==> config.mk <==
export PLATFORM = sky130hd
export DESIGN_NAME = uart_core
export DESIGN_NICKNAME = d
export VERILOG_FILES = /design/src/verilog/uart_cfg_pkg.sv /design/src/verilog/uart_frame_pkg.sv /design/src/verilog/uart_core.sv /design/src/verilog/uart_rx.sv /design/src/verilog/uart_tx.sv /design/src/verilog/uart_tx_fifo.sv
export SDC_FILE = /design/constraint.sdc
export NUM_CORES = 1
export LEC_CHECK = 0
export BUFFER_PORTS_ARGS = -buffer_cell sky130_fd_sc_hd__clkbuf_2
export CAP_MARGIN = 20
export CORE_MARGIN = 2
export CORE_UTILIZATION = 47
export DETAILED_ROUTE_END_ITERATION = 6
export PLACE_DENSITY = 0.74
export SLEW_MARGIN = 20
export SYNTH_ARGS = -nofsm -noshare
export SYNTH_HDL_FRONTEND = slang
export SYNTH_SLANG_ARGS = --single-unit
==> constraint.sdc <==
create_clock -name clk_i -period 7.7 [get_ports clk_i]
set_clock_uncertainty 0.1 [all_clocks]
set_input_delay 0.77 -clock clk_i [delete_from_list [all_inputs] [get_ports clk_i]]
set_output_delay 0.77 -clock clk_i [all_outputs]
set_load 0.03 [all_outputs]
==> src/verilog/uart_cfg_pkg.sv <==
// sizing constants for the baud divisor, the transmit FIFO and the receive synchronizer
`default_nettype none

package uart_cfg_pkg;

    // a bit lasts divisor + 1 clock cycles
    localparam int BAUD_W = 16;

    localparam int FIFO_DEPTH  = 8;
    localparam int FIFO_ADDR_W = 3; // pointers wrap at FIFO_DEPTH

    // flops between the rx pin and the receiver FSM
    localparam int SYNC_STAGES = 2;

endpackage

`default_nettype wire

==> src/verilog/uart_frame_pkg.sv <==
// uart frame format and the state encodings of the transmitter and receiver FSMs
`default_nettype none

package uart_frame_pkg;

    // one start bit, DATA_BITS data bits sent LSB first, one stop bit, no parity
    localparam int DATA_BITS = 8;

    typedef enum logic [1:0] {
        TX_IDLE,  // line held high, waiting for a byte
        TX_START, // start bit, line low
        TX_DATA,  // data bits, LSB first
        TX_STOP   // stop bit, line high
    } tx_state_e;

    typedef enum logic [1:0] {
        RX_IDLE,  // waiting for a falling edge on the synchronized line
        RX_START, // counting half a bit to the middle of the start bit
        RX_DATA,  // sampling data bits at whole bit periods
        RX_STOP   // sampling the stop bit
    } rx_state_e;

endpackage

`default_nettype wire
==> src/verilog/uart_core.sv <==
// uart top level joining the transmit FIFO, the transmitter and the receiver
`timescale 1ns/1ps
`default_nettype none

module uart_core (
    input  wire                                  clk_i,
    input  wire                                  rst_i,
    input  wire  [uart_cfg_pkg::BAUD_W-1:0]      baud_div_i,
    input  wire                                  wr_en_i,
    input  wire  [uart_frame_pkg::DATA_BITS-1:0] wr_data_i,
    output logic                                 fifo_full_o,
    output logic                                 tx_o,
    output logic                                 tx_busy_o,
    input  wire                                  rx_i,
    output logic [uart_frame_pkg::DATA_BITS-1:0] rx_data_o,
    output logic                                 rx_valid_o,
    output logic                                 rx_frame_err_o
);

    logic                                 fifo_empty;
    logic [uart_frame_pkg::DATA_BITS-1:0] fifo_data;
    logic                                 tx_ready;
    logic                                 tx_start;

    // the byte handed to the transmitter leaves the FIFO in the same cycle
    assign tx_start  = tx_ready && !fifo_empty;
    assign tx_busy_o = !tx_ready;

    uart_tx_fifo uart_tx_fifo_inst (
        .clk_i       (clk_i),
        .rst_i       (rst_i),
        .push_i      (wr_en_i),
        .push_data_i (wr_data_i),
        .pop_i       (tx_start),
        .pop_data_o  (fifo_data),
        .empty_o     (fifo_empty),
        .full_o      (fifo_full_o)
    );

    uart_tx uart_tx_inst (
        .clk_i      (clk_i),
        .rst_i      (rst_i),
        .baud_div_i (baud_div_i),
        .start_i    (tx_start),
        .data_i     (fifo_data),
        .ready_o    (tx_ready),
        .tx_o       (tx_o)
    );

    uart_rx uart_rx_inst (
        .clk_i       (clk_i),
        .rst_i       (rst_i),
        .baud_div_i  (baud_div_i),
        .rx_i        (rx_i),
        .data_o      (rx_data_o),
        .valid_o     (rx_valid_o),
        .frame_err_o (rx_frame_err_o)
    );

endmodule

`default_nettype wire

==> src/verilog/uart_rx.sv <==
// uart receiver with line synchronizer, mid-bit sampling and stop-bit framing check
`timescale 1ns/1ps
`default_nettype none

module uart_rx (
    input  wire                                  clk_i,
    input  wire                                  rst_i,
    input  wire  [uart_cfg_pkg::BAUD_W-1:0]      baud_div_i,
    input  wire                                  rx_i,
    output logic [uart_frame_pkg::DATA_BITS-1:0] data_o,
    output logic                                 valid_o,
    output logic                                 frame_err_o
);

    uart_frame_pkg::rx_state_e state_r;

    logic [uart_cfg_pkg::SYNC_STAGES-1:0]         sync_r;
    logic                                         rx_s;
    logic                                         rx_prev_r;
    logic                                         fall_edge;
    logic [uart_cfg_pkg::BAUD_W-1:0]              cnt_r;
    logic [uart_cfg_pkg::BAUD_W:0]                half_period;
    logic                                         half_tick;
    logic                                         baud_tick;
    logic [$clog2(uart_frame_pkg::DATA_BITS)-1:0] bit_idx_r;
    logic [uart_frame_pkg::DATA_BITS-1:0]         shift_r;
    logic                                         data_sample;

    assign rx_s      = sync_r[uart_cfg_pkg::SYNC_STAGES-1];
    assign fall_edge = rx_prev_r && !rx_s;

    // half a bit period, one bit wider so a full-scale divisor does not wrap
    assign half_period = ({1'b0, baud_div_i} + 1'b1) >> 1;
    assign half_tick   = {1'b0, cnt_r} >= half_period;
    assign baud_tick   = cnt_r == baud_div_i;

    assign data_sample = (state_r == uart_frame_pkg::RX_DATA) && baud_tick;

    assign data_o = shift_r; // stable while valid_o pulses since the FSM is back in idle

    always_ff @(posedge clk_i) begin
        if (rst_i) begin
            sync_r    <= '1; // idle line level, so reset does not look like a start bit
            rx_prev_r <= 1'b1;
        end else begin
            sync_r    <= {sync_r[uart_cfg_pkg::SYNC_STAGES-2:0], rx_i};
            rx_prev_r <= rx_s;
        end
    end

    always_ff @(posedge clk_i) begin
        if (data_sample) begin
            shift_r <= {rx_s, shift_r[uart_frame_pkg::DATA_BITS-1:1]}; // LSB arrives first
        end
    end

    always_ff @(posedge clk_i) begin
        if (rst_i) begin
            state_r     <= uart_frame_pkg::RX_IDLE;
            cnt_r       <= '0;
            bit_idx_r   <= '0;
            valid_o     <= 1'b0;
            frame_err_o <= 1'b0;
        end else begin
            valid_o     <= 1'b0;
            frame_err_o <= 1'b0;
            case (state_r)
                uart_frame_pkg::RX_IDLE: begin
                    if (fall_edge) begin
                        state_r <= uart_frame_pkg::RX_START;
                        cnt_r   <= 1; // the edge cycle counts toward the half period
                    end
                end
                uart_frame_pkg::RX_START: begin
                    if (half_tick) begin
                        cnt_r     <= '0;
                        bit_idx_r <= '0;
                        // a line back high at mid start bit was a glitch
                        state_r <= rx_s ? uart_frame_pkg::RX_IDLE : uart_frame_pkg::RX_DATA;
                    end else begin
                        cnt_r <= cnt_r + 1'b1;
                    end
                end
                uart_frame_pkg::RX_DATA: begin
                    if (baud_tick) begin
                        cnt_r <= '0;
                        if (int'(bit_idx_r) == uart_frame_pkg::DATA_BITS - 1) begin
                            state_r <= uart_frame_pkg::RX_STOP;
                        end else begin
                            bit_idx_r <= bit_idx_r + 1'b1;
                        end
                    end else begin
                        cnt_r <= cnt_r + 1'b1;
                    end
                end
                uart_frame_pkg::RX_STOP: begin
                    if (baud_tick) begin
                        cnt_r       <= '0;
                        state_r     <= uart_frame_pkg::RX_IDLE;
                        valid_o     <= rx_s;
                        frame_err_o <= !rx_s; // stop bit read low
                    end else begin
                        cnt_r <= cnt_r + 1'b1;
                    end
                end
                default: begin
                    state_r <= uart_frame_pkg::RX_IDLE;
                end
            endcase
        end
    end

endmodule

`default_nettype wire

==> src/verilog/uart_tx.sv <==
// uart transmitter FSM sending 8N1 frames with a baud period set at run time
`timescale 1ns/1ps
`default_nettype none

module uart_tx (
    input  wire                                  clk_i,
    input  wire                                  rst_i,
    input  wire  [uart_cfg_pkg::BAUD_W-1:0]      baud_div_i,
    input  wire                                  start_i,
    input  wire  [uart_frame_pkg::DATA_BITS-1:0] data_i,
    output logic                                 ready_o,
    output logic                                 tx_o
);

    uart_frame_pkg::tx_state_e state_r;
    uart_frame_pkg::tx_state_e state_nxt;

    logic [uart_cfg_pkg::BAUD_W-1:0]              baud_cnt_r;
    logic [uart_cfg_pkg::BAUD_W-1:0]              baud_cnt_nxt;
    logic [$clog2(uart_frame_pkg::DATA_BITS)-1:0] bit_idx_r;
    logic [$clog2(uart_frame_pkg::DATA_BITS)-1:0] bit_idx_nxt;
    logic [uart_frame_pkg::DATA_BITS-1:0]         data_r;
    logic                                         baud_tick;

    assign baud_tick = baud_cnt_r == baud_div_i; // last cycle of the current bit

    // ready means the FSM heads for idle unless a new frame starts now
    // it is built without start_i so the core can form start from it
    assign ready_o = (state_r == uart_frame_pkg::TX_IDLE) ||
                     (state_r == uart_frame_pkg::TX_STOP && baud_tick);

    always_comb begin
        state_nxt    = state_r;
        baud_cnt_nxt = baud_cnt_r;
        bit_idx_nxt  = bit_idx_r;
        tx_o         = 1'b1;
        case (state_r)
            uart_frame_pkg::TX_IDLE: begin
                if (start_i) begin
                    state_nxt    = uart_frame_pkg::TX_START;
                    baud_cnt_nxt = '0;
                end
            end
            uart_frame_pkg::TX_START: begin
                tx_o = 1'b0;
                if (baud_tick) begin
                    state_nxt    = uart_frame_pkg::TX_DATA;
                    baud_cnt_nxt = '0;
                end else begin
                    baud_cnt_nxt = baud_cnt_r + 1'b1;
                end
            end
            uart_frame_pkg::TX_DATA: begin
                tx_o = data_r[bit_idx_r];
                if (baud_tick) begin
                    baud_cnt_nxt = '0;
                    if (int'(bit_idx_r) == uart_frame_pkg::DATA_BITS - 1) begin
                        state_nxt   = uart_frame_pkg::TX_STOP;
                        bit_idx_nxt = '0;
                    end else begin
                        bit_idx_nxt = bit_idx_r + 1'b1;
                    end
                end else begin
                    baud_cnt_nxt = baud_cnt_r + 1'b1;
                end
            end
            uart_frame_pkg::TX_STOP: begin
                if (baud_tick) begin
                    baud_cnt_nxt = '0;
                    // a waiting byte goes straight into its start bit
                    state_nxt = start_i ? uart_frame_pkg::TX_START : uart_frame_pkg::TX_IDLE;
                end else begin
                    baud_cnt_nxt = baud_cnt_r + 1'b1;
                end
            end
            default: begin
                state_nxt = uart_frame_pkg::TX_IDLE;
            end
        endcase
    end

    always_ff @(posedge clk_i) begin
        if (start_i && ready_o) begin
            data_r <= data_i; // held for the whole frame so the FIFO can move on
        end
    end

    always_ff @(posedge clk_i) begin
        if (rst_i) begin
            state_r    <= uart_frame_pkg::TX_IDLE;
            baud_cnt_r <= '0;
            bit_idx_r  <= '0;
        end else begin
            state_r    <= state_nxt;
            baud_cnt_r <= baud_cnt_nxt;
            bit_idx_r  <= bit_idx_nxt;
        end
    end

endmodule

`default_nettype wire

==> src/verilog/uart_tx_fifo.sv <==
// transmit FIFO holding bytes between the write port and the serializer
`timescale 1ns/1ps
`default_nettype none

module uart_tx_fifo (
    input  wire                                  clk_i,
    input  wire                                  rst_i,
    input  wire                                  push_i,
    input  wire  [uart_frame_pkg::DATA_BITS-1:0] push_data_i,
    input  wire                                  pop_i,
    output logic [uart_frame_pkg::DATA_BITS-1:0] pop_data_o,
    output logic                                 empty_o,
    output logic                                 full_o
);

    logic [uart_frame_pkg::DATA_BITS-1:0] mem [uart_cfg_pkg::FIFO_DEPTH];
    logic [uart_cfg_pkg::FIFO_ADDR_W-1:0] wr_ptr_r;
    logic [uart_cfg_pkg::FIFO_ADDR_W-1:0] rd_ptr_r;
    logic [uart_cfg_pkg::FIFO_ADDR_W:0]   count_r; // one bit wider to hold a full count
    logic                                 push_ok;
    logic                                 pop_ok;

    assign empty_o = count_r == '0;
    assign full_o  = count_r == (uart_cfg_pkg::FIFO_ADDR_W + 1)'(uart_cfg_pkg::FIFO_DEPTH);

    assign push_ok = push_i && !full_o;  // a push into a full FIFO is dropped
    assign pop_ok  = pop_i && !empty_o;

    assign pop_data_o = mem[rd_ptr_r]; // oldest entry is always on the output

    always_ff @(posedge clk_i) begin
        if (push_ok) begin
            mem[wr_ptr_r] <= push_data_i;
        end
    end

    always_ff @(posedge clk_i) begin
        if (rst_i) begin
            wr_ptr_r <= '0;
            rd_ptr_r <= '0;
            count_r  <= '0;
        end else begin
            if (push_ok) begin
                wr_ptr_r <= wr_ptr_r + 1'b1;
            end
            if (pop_ok) begin
                rd_ptr_r <= rd_ptr_r + 1'b1;
            end
            case ({push_ok, pop_ok})
                2'b10:   count_r <= count_r + 1'b1;
                2'b01:   count_r <= count_r - 1'b1;
                default: count_r <= count_r; // both or neither leaves the count alone
            endcase
        end
    end

endmodule

`default_nettype wire

; ---- After elaboration in Yosys (flattened, before gate mapping)
; Memory sizes are Yosys's and may differ from the RTL's. A register that Yosys moved wholly into a read port is not among the register bits.
; Cells that the tools add are included.
[word_totals]
register_bits = 65
mem_bits_rw = 64
input_bits = 28
output_inout_bits = 13
n_memories = 1
[mem_list]
columns = memory, words, word_bits, rd, rd_clocked_by_memory_dff, wr, line
row1 = uart_tx_fifo_inst.mem, 8, 8, 1, 1, 1, uart_tx_fifo.sv:16  ; logic [uart_frame_pkg::DATA_BITS-1:0] mem [uart_cfg_pkg::FIFO_DEPTH];
[classes]
addsub = 9
n_lt_le_gt_ge = 2
n_eq_ne = 24
n_mux = 32
bitwise_logic = 2
reduce_logical = 24
[op_table]
columns = op, count
row1 = two-way mux 16 bit, 5
row2 = case mux 16 bit (3 select lines), 1
row3 = adder 16 x 1 -> 16 bit (second input constant), 2
row4 = equality test 16 bit, 2
row5 = case mux 16 bit (2 select lines), 1
row6 = two-way mux 2 bit, 11
row7 = adder 16 x 1 -> 17 bit (second input constant), 1
row8 = >= comparator 16 bit, 1
row9 = inequality test 2 x 1 -> 1 bit (second input constant), 8
row10 = case mux 2 bit (4 select lines), 2
row11 = adder 3 x 1 -> 3 bit (second input constant), 4
row12 = two-way mux 3 bit, 4
row13 = equality test 2 bit (second input constant), 5
row14 = AND reduction 5 bit, 2
row15 = case mux 4 bit (2 select lines), 1
row16 = logical AND 1 bit, 7
row17 = equality test 2 x 1 -> 1 bit (second input constant), 3
row18 = equality test 3 x 1 -> 1 bit (second input constant), 2
row19 = inequality test 2 bit (second input constant), 3
row20 = case mux 3 bit (2 select lines), 1
row21 = OR reduction 3 bit, 2
row22 = adder 4 x 1 -> 4 bit (second input constant), 1
row23 = equality test 4 bit (second input constant), 1
row24 = logical NOT 1 bit, 4
row25 = other kinds (13), 19

; ---- Logic depth before layout (Yosys ltp)
[depth]
word_depth = 7
depth_mapped = 15
depth_no_buf = 13

; ---- By module
; From an unflattened synthesis, not the netlist that was laid out.
[unflattened]
hier_cells = 588
hier_area_um2 = 7105.6
[modules_own_cells]
columns = module, instances, cells_each, area_per_inst_um2
row1 = uart_tx_fifo, 1, 167, 3150.5
row2 = uart_rx, 1, 259, 2358.5
row3 = uart_tx, 1, 160, 1579.0
row4 = uart_core, 1, 2, 17.5

; ---- Worst setup path before layout
; No wires, ideal clock.
[synth_path]
kind = input port to flip-flop
startpoint = in baud_div_i[5] in the netlist's numbering
endpoint = reg uart_tx_fifo_inst.count_r[3] in the netlist's numbering
arrival_ns = 3.877
required_ns = 7.530
path_slack_ns = 3.652
path_stages = 13
cell_sequence = clkbuf_1 xnor2_1 nand4_1 nor4_2 a21oi_1 nor2_1 ha_1 ha_1 a21o_1 a21oi_1 xnor2_1 or3_1 a21oi_1
[synth_via]
elab_chain_cells = 7
elab_cells_between_ends = 9
classes_between = eq/ne: 3 / mux: 1 / reduce/logical: 5
[synth_rtl]
columns = item, line
row1 = "start, declared", uart_core.sv:8  ; input wire [uart_cfg_pkg::BAUD_W-1:0] baud_div_i,
row2 = equality test 16 bit (*), uart_tx.sv:25  ; assign baud_tick = baud_cnt_r == baud_div_i;
row3 = logical AND 1 bit (*), uart_tx.sv:30  ; (state_r == uart_frame_pkg::TX_STOP && baud_tick);
row4 = logical OR 1 bit (*), uart_tx.sv:29  ; assign ready_o = (state_r == uart_frame_pkg::TX_IDLE) ||
row5 = logical AND 1 bit (*), uart_core.sv:26  ; assign tx_start = tx_ready && !fifo_empty;
row6 = logical AND 1 bit (*), uart_tx_fifo.sv:27  ; assign pop_ok = pop_i && !empty_o;
row7 = net uart_tx_fifo_inst.pop_ok, uart_tx_fifo.sv:21  ; logic pop_ok;
row8 = equality test 2 x 1 -> 1 bit or equality test 2 bit (tied branches), uart_tx_fifo.sv:49  ; case ({push_ok, pop_ok})
row9 = case mux 4 bit (2 select lines) or nonzero test 2 bit (tied branches), --
row10 = "end signal, assigned", uart_tx_fifo.sv:50  ; 2'b10: count_r <= count_r + 1'b1;
row11 = "end signal, assigned", uart_tx_fifo.sv:51  ; 2'b01: count_r <= count_r - 1'b1;
row12 = "end signal, assigned", uart_tx_fifo.sv:52  ; default: count_r <= count_r;
row13 = "end, declared", uart_tx_fifo.sv:19  ; logic [uart_cfg_pkg::FIFO_ADDR_W:0] count_r;
; The timed path passes the listed nets; every way through them passes the cells marked *.
; A chain may end at the register's enable or synchronous reset.

; ---- Worst setup path in the final report
[layout_path]
startpoint = in baud_div_i[0] in the netlist's numbering
endpoint = reg uart_rx_inst.cnt_r[13] in the netlist's numbering
[layout_via]
elab_chain_cells = 4
elab_cells_between_ends = 6
classes_between = add/sub: 1 / order compare: 1 / eq/ne: 1 / mux: 3
[layout_rtl]
columns = item, line
row1 = adder 16 x 1 -> 17 bit, uart_rx.sv:33  ; assign half_period = ({1'b0, baud_div_i} + 1'b1) >> 1;
row2 = >= comparator 16 bit, uart_rx.sv:34  ; assign half_tick = {1'b0, cnt_r} >= half_period;
row3 = two-way mux 16 bit, uart_rx.sv:75  ; if (half_tick) begin
row4 = case mux 16 bit (3 select lines) (*), uart_rx.sv:67  ; case (state_r)
row5 = "end signal, assigned", uart_rx.sv:81  ; cnt_r <= cnt_r + 1'b1;
row6 = "end signal, assigned", uart_rx.sv:93  ; cnt_r <= cnt_r + 1'b1;
row7 = "end signal, assigned", uart_rx.sv:103  ; cnt_r <= cnt_r + 1'b1;
row8 = "end, declared", uart_rx.sv:21  ; logic [uart_cfg_pkg::BAUD_W-1:0] cnt_r;
; Every way passes the cells marked *; elsewhere a longest branch is shown, timed or not.

==> reports/qor.csv <==
metric,value,unit
yosys.area.top_type_share,35.0,%
min_to,uart_rx_inst.sync_r[1],
cts_buffers,17,
setup_violations,0,
syn2layout_area_growth,13.1,%
syn_avg_cell_area,11.5,um^2
netSwitchingFraction,31.0,%
final_net_count,692,
post_drt_wl_per_cell,17.1,um
setup_slack,3.58,ns
vias_per_cell,5.78,
synth_edf_count,80,
yosys.area.top_type,edfxtp_1,
dieHeight,125,um
fillers,1199,
syn-num-nets,662,
cts_sinks,137,
max_slew_margin,34.9,%
crit_slowest_cell,a32o_1,
coreArea,14400,um^2
rr_startpoint,uart_tx_inst.baud_cnt_r[11],
grt_setup_unrepaired,no,
drt_iter0_markers,320,
timing.hold.worst.class,reg2reg,
cts_tree,done,
clk_latency,0.43,ns
worst_pin_slew,0.976,ns
irDropWorstVdd,0.233,mV
htree_num_levels,4,
ant_nets,0,
die_area,15600,um^2
worstSetupEndpointType,flop,
totalWireLength,14100,um
port-buffer-count,40,
clk_pin_slew_worst_paths,0.06,ns
cp.arrival,4.38,ns
clockBufferDepth,2,
crit_fanout,28,
powerDensity,292,nW/um^2
grt_overflow,0,
drive_above_1_share,17.3,%
syn_area,6870,um^2
ys_warn_count,0,
yosysSeqAreaShare,51.6,%
antenna_found_initial,0,
worstPathRequired,7.96,ns
grt_pass1_wl,23200,um
drv_cap,0,
syn_inst,600,
grt_max_degree,51,
status,completed,
gp_congestion,0.914,
crit_chain,clkbuf_2 -> ha_1 -> nand3_1 -> nor2_1 -> and3_1 -> nand3_1 -> xor2_1 -> ha_1 -> a211o_1 -> a211oi_1 -> nor2b_1 -> a32o_1 -> or2b_1 -> a31oi_1,
synth_area_leaders,"edfxtp_1, dfxtp_1, ha_1, mux4_2, xor2_1",
reg2reg_to,uart_tx_fifo_inst.count_r[3],
startpoint_type,primary input,
grt_pass1_vias,4777,
slowest_delay,0.78,ns
synth-async-reset-ratio,0,%
post_cts_buffers,0,
min_period,4.12,ns
hpwl,9800,um
finalCritPeriodShare,53.6,%
drtPass1Iterations,4,
fp.dieW,125,um
p_leak,2.78,nW
min-delay-start,uart_rx_inst.sync_r[0],
grt_usage,18.9,%
dp_slack,3.19,ns
internal_power,0.00157,W
drc,0,
fin_tns_setup,0,ns
r2r_cells,12,
power_frac_seq,40.4,%
pwr-share-clk,35.8,%
hold_buffers,0,
worstHoldPathCells,1,
clock_tree.root_cell,clkbuf_16,
r2r_slack,3.75,ns
power_frac_comb,23.8,%
hold_ws,0.305,ns
synth-seq-cells,137,
synth_cell_types,51,
fp-row-count,44,
vias,4774,
cts_resized,0,
seqCellArea,3540,um^2
start_util,47.6,%
n_antenna_cell,0,
pin_count,41,
setup.worst_path.class,in2reg,
p_switching,0.000705,W
slew_viol_final,0,
multi_input_area,3100,um^2
hold_viol,0,
fmaxAchievable,242,MHz
ys.flop_type,edfxtp_1,
cells in the mapped netlist (10+ instances only):
cell type	count
a311oi_1	12
dfxtp_1	57
o21ai_0	16
nor3_1	15
xor2_1	28
a31oi_1	14
nand2_1	43
mux2_2	10
ha_1	33
nand3_1	22
nand4_1	10
a21oi_1	36
inv_1	17
nand2b_1	14
xnor2_1	23
edfxtp_1	80
nor2_1	39
clkbuf_1	22
mux4_2	18
layer usage:
layer	wire [um]	track usage [%]
met2	7030	32.2
met4	264	7.71
met3	722	5.28
met5	0	0
met1	6130	22.8
power by group through the flow:
stage	logic (W)	registers, W	clock network, W
detailed placement	0.000536	0.000933	0
finish	0.000541	0.000918	0.000815
global placement	0.000516	0.000927	0
CTS	0.000546	0.000918	0.000827
global route	0.000605	0.000927	0.000857
floorplan	0.000427	0.000905	0
through the flow:
| stage | area [um^2] | total power (W) | util (%) | std cells |
|---|---|---|---|---|
| 3_3_place_gp | 7190 | 0.00144 | 49.8 | 795 |
| 5_1_grt | 7770 | 0.00239 | 53.9 | 826 |
| 6_report | 7770 | 0.00227 | 53.9 | 826 |
| 2_1_floorplan | 6870 | 0.00133 | - | 600 |
| 3_5_place_dp | 7190 | 0.00147 | 49.8 | 795 |
| 4_1_cts | 7770 | 0.00229 | 53.9 | 826 |
kinds of logic (layout without fill, tap and decap cells):
group                    count (synthesis)  in the layout  share of synthesized area [%]
adder cells (fa/ha/maj)                 34             34                           6.30
AND/OR/NAND/NOR                        189            189                           14.2
multiplexers                            36             36                           8.70
buffers and inverters                   52             94                           3.28
flip-flops                             137            137                           51.6
XOR/XNOR                                51             51                           6.50
AO/OA/AOI/OAI                          101            101                           9.45
worst max-delay path by stage:
stage,startpoint,end,slack (ns)
final,baud_div_i[0],uart_rx_inst.cnt_r[13],3.58
after global routing,baud_div_i[0],uart_rx_inst.cnt_r[7],3.34
after CTS,baud_div_i[11],uart_tx_fifo_inst.count_r[3],3.64
after detailed placement,baud_div_i[11],uart_tx_fifo_inst.count_r[3],3.19
after global placement,baud_div_i[1],uart_rx_inst.cnt_r[10],3.38
after floorplan,baud_div_i[5],uart_tx_fifo_inst.count_r[3],3.65
worst max-delay path, delay by kind of cell:
| family | cells | cell delay (ns) |
|---|---|---|
| and+or+nand+nor | 6 | 1.25 |
| xor gates and xnor gates | 1 | 0.15 |
| buffers and inverters | 1 | 0.15 |
| AOI/OAI and AO/OA | 4 | 1.54 |
| adders and majority gates | 2 | 0.52 |
cells in the final DEF, fill, tap and decap left out, types with 8 or more instances in the layout:
master     count
a21oi_1       36
a311oi_1      12
a31oi_1       14
and3_1         8
clkbuf_16     17
clkbuf_2      40
dfxtp_1       57
edfxtp_1      80
ha_1          33
inv_1         17
mux2_2        10
mux2i_1        8
mux4_2        18
nand2_1       43
nand2b_1      14
nand3_1       22
nand4_1       10
nor2_1        39
nor3_1        15
nor4_1         8
o21ai_0       16
xnor2_1       23
xor2_1        28
flip-flops by register name, summed over array words and instances (netlist names), 2 cells and up, named ones only:
signal,count
uart_rx_inst.bit_idx_r,3
uart_rx_inst.cnt_r,16
uart_rx_inst.data_o,8
uart_rx_inst.sync_r,2
uart_tx_fifo_inst.count_r,4
uart_tx_fifo_inst.mem,64
uart_tx_fifo_inst.rd_ptr_r,3
uart_tx_fifo_inst.wr_ptr_r,3
uart_tx_inst.baud_cnt_r,16
uart_tx_inst.bit_idx_r,3
uart_tx_inst.data_r,8
uart_tx_inst.state_r,2
final cells by class:
class | count | share of cell area [%]
flip-flops and latches | 137 | 45.6
multi-input cells | 411 | 39.9
clock buffers | 17 | 5.47
repair buffers | 46 | 3.15
well taps | 184 | 2.96
clock inverters | 14 | 2.11
inverters | 17 | 0.821
(Power assumes the default switching activity.)
